## src/bramArrayPkg.sv

```systemverilog
// Cell geometry constants and the address, word-index, data and byte-enable vector types

package bramArrayPkg;

  // Geometry of one block-RAM cell
  localparam int CellBits    = 32;                // Data bits per cell word
  localparam int CellBytes   = CellBits / 8;      // Byte lanes per cell word
  localparam int CellWords   = 1024;              // Words per cell
  localparam int WordIdxBits = $clog2(CellWords); // Width of the word index, 10

  // Byte address as presented at either port of the array
  typedef logic [31:0] addrT;

  // Word index inside one cell
  typedef logic [WordIdxBits-1:0] wordIdxT;

  // One cell's data word and its byte enables
  typedef logic [CellBits-1:0]  cellWordT;
  typedef logic [CellBytes-1:0] cellByteEnT;

  // The array's data word is NumParBrams cell words side by side.
  // Byte lane k of that word lives in cell column k / CellBytes,
  // bit range [8*k +: 8] of the port word.
  //
  // A byte address splits as
  //   [1:0]                  byte within the cell word, ignored
  //   [WordIdxBits+1:2]      word index inside the cell
  //   [31:WordIdxBits+2]     row index, must stay below NumSerBrams
  //
  // Both ports run on one clock. Same-word collisions between the ports
  // give undefined data; the cells flag the double-write case.

endpackage
```

## src/bramPortSteer.sv

```systemverilog
// Byte address split, per-row write-enable steering, row-index register and read mux

`timescale 1ns/100ps

module bramPortSteer #(
  parameter int NumParBrams = 3,
  parameter int NumSerBrams = 8
) (
  input  logic                    A_PS,
  input  logic                    arstN,

  // Port request as plain levels sampled on the rising edge
  input  logic                    en,
  input  bramArrayPkg::addrT      addr,
  input  logic [NumParBrams*bramArrayPkg::CellBytes-1:0] wrEn,

  // Read words of every row one cycle after the request
  input  logic [NumSerBrams-1:0][NumParBrams*bramArrayPkg::CellBits-1:0] rowRdData,

  // Towards the cell grid
  output bramArrayPkg::wordIdxT   wordIdx,
  output logic [NumSerBrams-1:0][NumParBrams*bramArrayPkg::CellBytes-1:0] rowWrEn,

  // Selected read word of the row addressed last enabled cycle
  output logic [NumParBrams*bramArrayPkg::CellBits-1:0] rdData
);

  localparam int DataBits    = NumParBrams * bramArrayPkg::CellBits;

  // Low address bits that pick a byte inside a cell word
  localparam int ByteOffBits = $clog2(bramArrayPkg::CellBytes);

  // Everything above the word index is the row index
  localparam int RowFullBits = $bits(bramArrayPkg::addrT) - ByteOffBits
                               - bramArrayPkg::WordIdxBits;

  // Stored row index width of at least one bit
  localparam int RowBits     = (NumSerBrams > 1) ? $clog2(NumSerBrams) : 1;

  logic [RowFullBits-1:0] rowIdx;   // Row addressed this cycle
  logic [RowBits-1:0]     rowIdxQ;  // Row addressed on the last enabled edge
  logic [DataBits-1:0]    selWord;

  // Address split is combinational in the request cycle
  assign wordIdx = addr[ByteOffBits +: bramArrayPkg::WordIdxBits];
  assign rowIdx  = addr[$bits(bramArrayPkg::addrT)-1 -: RowFullBits];

  // Byte enables reach only the addressed row
  always_comb begin
    for (int r = 0; r < NumSerBrams; r++) begin
      if (en && (rowIdx == RowFullBits'(r))) begin
        rowWrEn[r] = wrEn;
      end else begin
        rowWrEn[r] = '0;  // Other rows see no write
      end
    end
  end

  // Row index follows the cell output registers by one cycle
  always_ff @(posedge A_PS or negedge arstN) begin
    if (!arstN) begin
      rowIdxQ <= '0;
    end else if (en) begin
      rowIdxQ <= rowIdx[RowBits-1:0];
    end
  end

  // Read select
  always_comb begin
    selWord = rowRdData[0];
    for (int r = 1; r < NumSerBrams; r++) begin
      if (rowIdxQ == RowBits'(r)) begin
        selWord = rowRdData[r];
      end
    end
  end

  assign rdData = selWord;

  // Guard against addresses past the last row
  rowInRange: assert property (
    @(posedge A_PS) disable iff (!arstN)
    en |-> (rowIdx < RowFullBits'(NumSerBrams))
  ) else $error("Row index %0d out of range, %0d rows present", rowIdx, NumSerBrams);

endmodule

```

## config.mk

```make
export PLATFORM = sky130hd
export DESIGN_NAME = bramPortSteer
export DESIGN_NICKNAME = d
export VERILOG_FILES = /design/src/bramArrayPkg.sv /design/src/bramPortSteer.sv
export SDC_FILE = /design/constraint.sdc
export NUM_CORES = 1
export LEC_CHECK = 0
export BUFFER_PORTS_ARGS = -buffer_cell sky130_fd_sc_hd__buf_2
export CAP_MARGIN = 20
export CORE_AREA = 2 2 393 395
export CTS_BUF_LIST = sky130_fd_sc_hd__clkbuf_8 sky130_fd_sc_hd__clkbuf_16
export CTS_CLUSTER_SIZE = 10
export DETAILED_ROUTE_END_ITERATION = 12
export DIE_AREA = 0 0 395 397
export HOLD_SLACK_MARGIN = 0.06
export PLACE_DENSITY = 0.3
export SYNTH_ARGS = -nofsm -noshare
export SYNTH_HDL_FRONTEND = slang
export SYNTH_SLANG_ARGS = --single-unit
```

## constraint.sdc

```tcl
create_clock -name A_PS -period 6.35 [get_ports A_PS]
set_input_delay 0.9525 -clock A_PS [delete_from_list [all_inputs] [get_ports A_PS]]
set_output_delay 0.9525 -clock A_PS [all_outputs]
set_load 0.02 [all_outputs]
```

==> impl_metrics.yaml <==
drt:
  vias: 9995
  avgRoutedWirePerCell_um: 22.55
  vias_per_cell: 2.830
  wl_met1_um: 32210
  met3_length_um: 9852
  wirelength_um: 79660
  ant_nets: 0
  drtIter0Drc: 835
  wl_met2_um: 36210
  maxUsedRoutingLayer: "met5"
  drc: 0
  first_pass_iters: 5
clocking:
  cts_resized: 0
  cts_inserted_buffers: 3
  cts-root-buf: "clkbuf_16"
  cts_sinks: 3
  cts_tree: "done"
  ctsHoldBuffers: 0
  htree_levels: 1
  clockBufferDepth: 2
  post_cts_buffers: 0
  clkTransAtPathRegs_ns: 0.03
  insertion_delay_ns: 0.22
power_and_ir_drop:
  pwr-share-seq_pct: 3.7
  power.share.clock_pct: 6.5
  combPwrFrac_pct: 89.8
  peakVddDrop_uv: 62.53
  p_per_area_mw_per_mm2: 106.5
  swShare_pct: 48.28
  leakage_nw: 6.105
  p_sw_w: 0.0007279
  internal_power_w: 0.0007798
layout:
  drive_gt1_share_pct: 92.14
  largestRegisters: "rowIdxQ (3)"
  area_growth_pct: 111.3
  largest_reg_flops: 3
  final_nets: 2267
  regMostFlops: "rowIdxQ"
worst_setup_path:
  worstPathCellList: "buf_2 > or4_4 > nor4_4 > nand4b_4 > nor2_1 > buf_2"
  startpoint: "addr[19]"
  r2r_slack_ns: 4.52
  crit_slowest_cell: "nor4_4"
  cp_max_fo: 24
  cp-start-kind: "input pin"
  r2r_cells: 3
  crit_type: "in -> out"
  timing.rr.start: "rowIdxQ[0]"
  end_kind: "output pin"
  reg2reg_to: "rowIdxQ[0]"
  required_ns: 5.40
  crit_top_cell: "buf_2"
  critPathArrivalTime_ns: 3.51
  slowest_delay_ns: 0.74
sta:
  finalSetupViolations: 0
  period_share_pct: 70.31
  holdWs_ns: 0.5188
  worstMarginPinSlew_ns: 0.8800
  finalHoldViolations: 0
  slew_violations: 0
  period_minus_slack_ns: 4.464
  max_freq_mhz: 224.0
  rsz0062_at_grt: "false"
  fin_skew_ns: 0
  finalSetupTns_ns: 0
  relSlewSlack_pct: 40.89
placed_design:
  place_hpwl_um: 73350
  gp_congestion: 0.8635
  port-buffer-count: 994
floorplan:
  fp-row-count: 144
  die_w_um: 395
  die_h_um: 397
  start_util_pct: 4.380
  die_area_mm2: 0.1568
  coreArea_mm2: 0.1530
  io_pins: 1017
synthesis:
  ys_types: 28
  ys_warn_count: 0
  syn-instance-count: 518
  seq_area_frac_synth_pct: 1.120
  syn_avg_cell_area_um2: 12.93
  synth_fp_nets: 1333
  syn_area_mm2: 0.006700
  ys_ff_latch: 3
grt:
  grt_pass1_wl_um: 97260
  overflow: 0
  antenna_found_initial: 113
  grt_max_degree: 102
  grt_pass1_vias: 9290
  grt_util_all_layers_pct: 9.367
worst_hold_path:
  min_path_type: "in -> async"
flow_run:
  maxCapViolCount: 0
outcome:
  outcome: "finished clean"
==> placed cells by master (no fill, tap or decap) <==
cell type,count
buf_2,994
nor4_4,1
mux2_2,101
o21ai_0,2
nand3_4,1
and3_1,1
mux4_2,188
nand2b_1,14
a211oi_1,2
or4_4,1
clkbuf_16,3
nor2b_1,4
nand4b_4,2
nor2_2,29
o221ai_1,2
nand4_4,1
or4_1,1
buf_4,6
nor2_4,2
nor2_1,67
and4b_1,1
dfrtp_4,3
inv_1,1
a22o_1,2
diode_2,37
mux2i_1,2
buf_12,5
nor4_1,1
nand2_1,14
==> worst max path at each step <==
stage / to / cells after the start
2_1_floorplan: rowWrEn[82] / 5
6_report: rowWrEn[35] / 6
3_5_place_dp: rowWrEn[42] / 6
5_1_grt: rowWrEn[42] / 6
3_3_place_gp: rowWrEn[42] / 6
4_1_cts: rowWrEn[42] / 6
==> through the flow <==
stage	setup WS, ns	area, µm²	std cells	power [W]	utilization (%)
after global routing	1.689	14100	3510	0.001605	9.218
after global placement	1.774	13980	3491	0.001440	9.142
final	1.886	14160	3532	0.001508	9.254
after detailed placement	1.791	13980	3491	0.001436	9.142
after floorplan	2.743	6700	518	0.0008001	-
after CTS	1.782	14060	3495	0.001544	9.194
==> cells by family after synthesis <==
group	count (synthesis)	share of synthesized area [%]
flip-flops	3	1.120
AO/OA/AOI/OAI	8	0.8964
buffers and inverters	76	6.032
AND/OR/NAND/NOR	140	11.48
multiplexers	291	80.47
==> cell type report <==
class,instances,area (µm²)
fill,17920,138800
multi-input combinational,439,6221
timing repair buffer,1005,5120
tap,2044,2557
antenna,37,92.59
sequential,3,86.33
clock buffer,3,75.07
clock inverter,1,3.754
==> critical path, delay by kind of cell <==
family                 cells  cell delay [ns]
buffers and inverters      2             0.29
AND/OR/NAND/NOR            4             2.23
==> power by group through the flow <==
stage	combinational, W	clock (W)	sequential (W)
after floorplan	0.000778	0	0.0000218
after global routing	0.00144	0.000102	0.0000602
after global placement	0.00138	0	0.0000596
final	0.00135	0.0000984	0.0000557
after CTS	0.00139	0.0000993	0.0000590
after detailed placement	0.00138	0	0.0000589
==> metal layers <==
metal	up-vias	GRT usage, %
met3	138	3.948
met2	858	14.65
met4	44	1.029
li1	4100	-
met1	4855	12.28
met5	-	0
==> synthesized netlist by cell type, drive strengths merged <==
cell type,number,area (µm²)
a211oi,2,15.01
a22o,2,17.52
and3,1,6.260
and4b,1,10.01
buf,47,295.3
clkbuf,29,108.9
dfrtp,3,75.07
mux2,101,1137
mux2i,2,20.02
mux4,188,4234
nand2,14,52.55
nand2b,14,87.58
nand3,1,17.52
nand4,1,21.27
nand4b,2,47.55
nor2,98,455.4
nor2b,4,25.02
nor4,2,27.53
o21ai,2,10.01
o221ai,2,17.52
or4,2,18.77
Note: power is estimated with default switching activity, not from simulation.
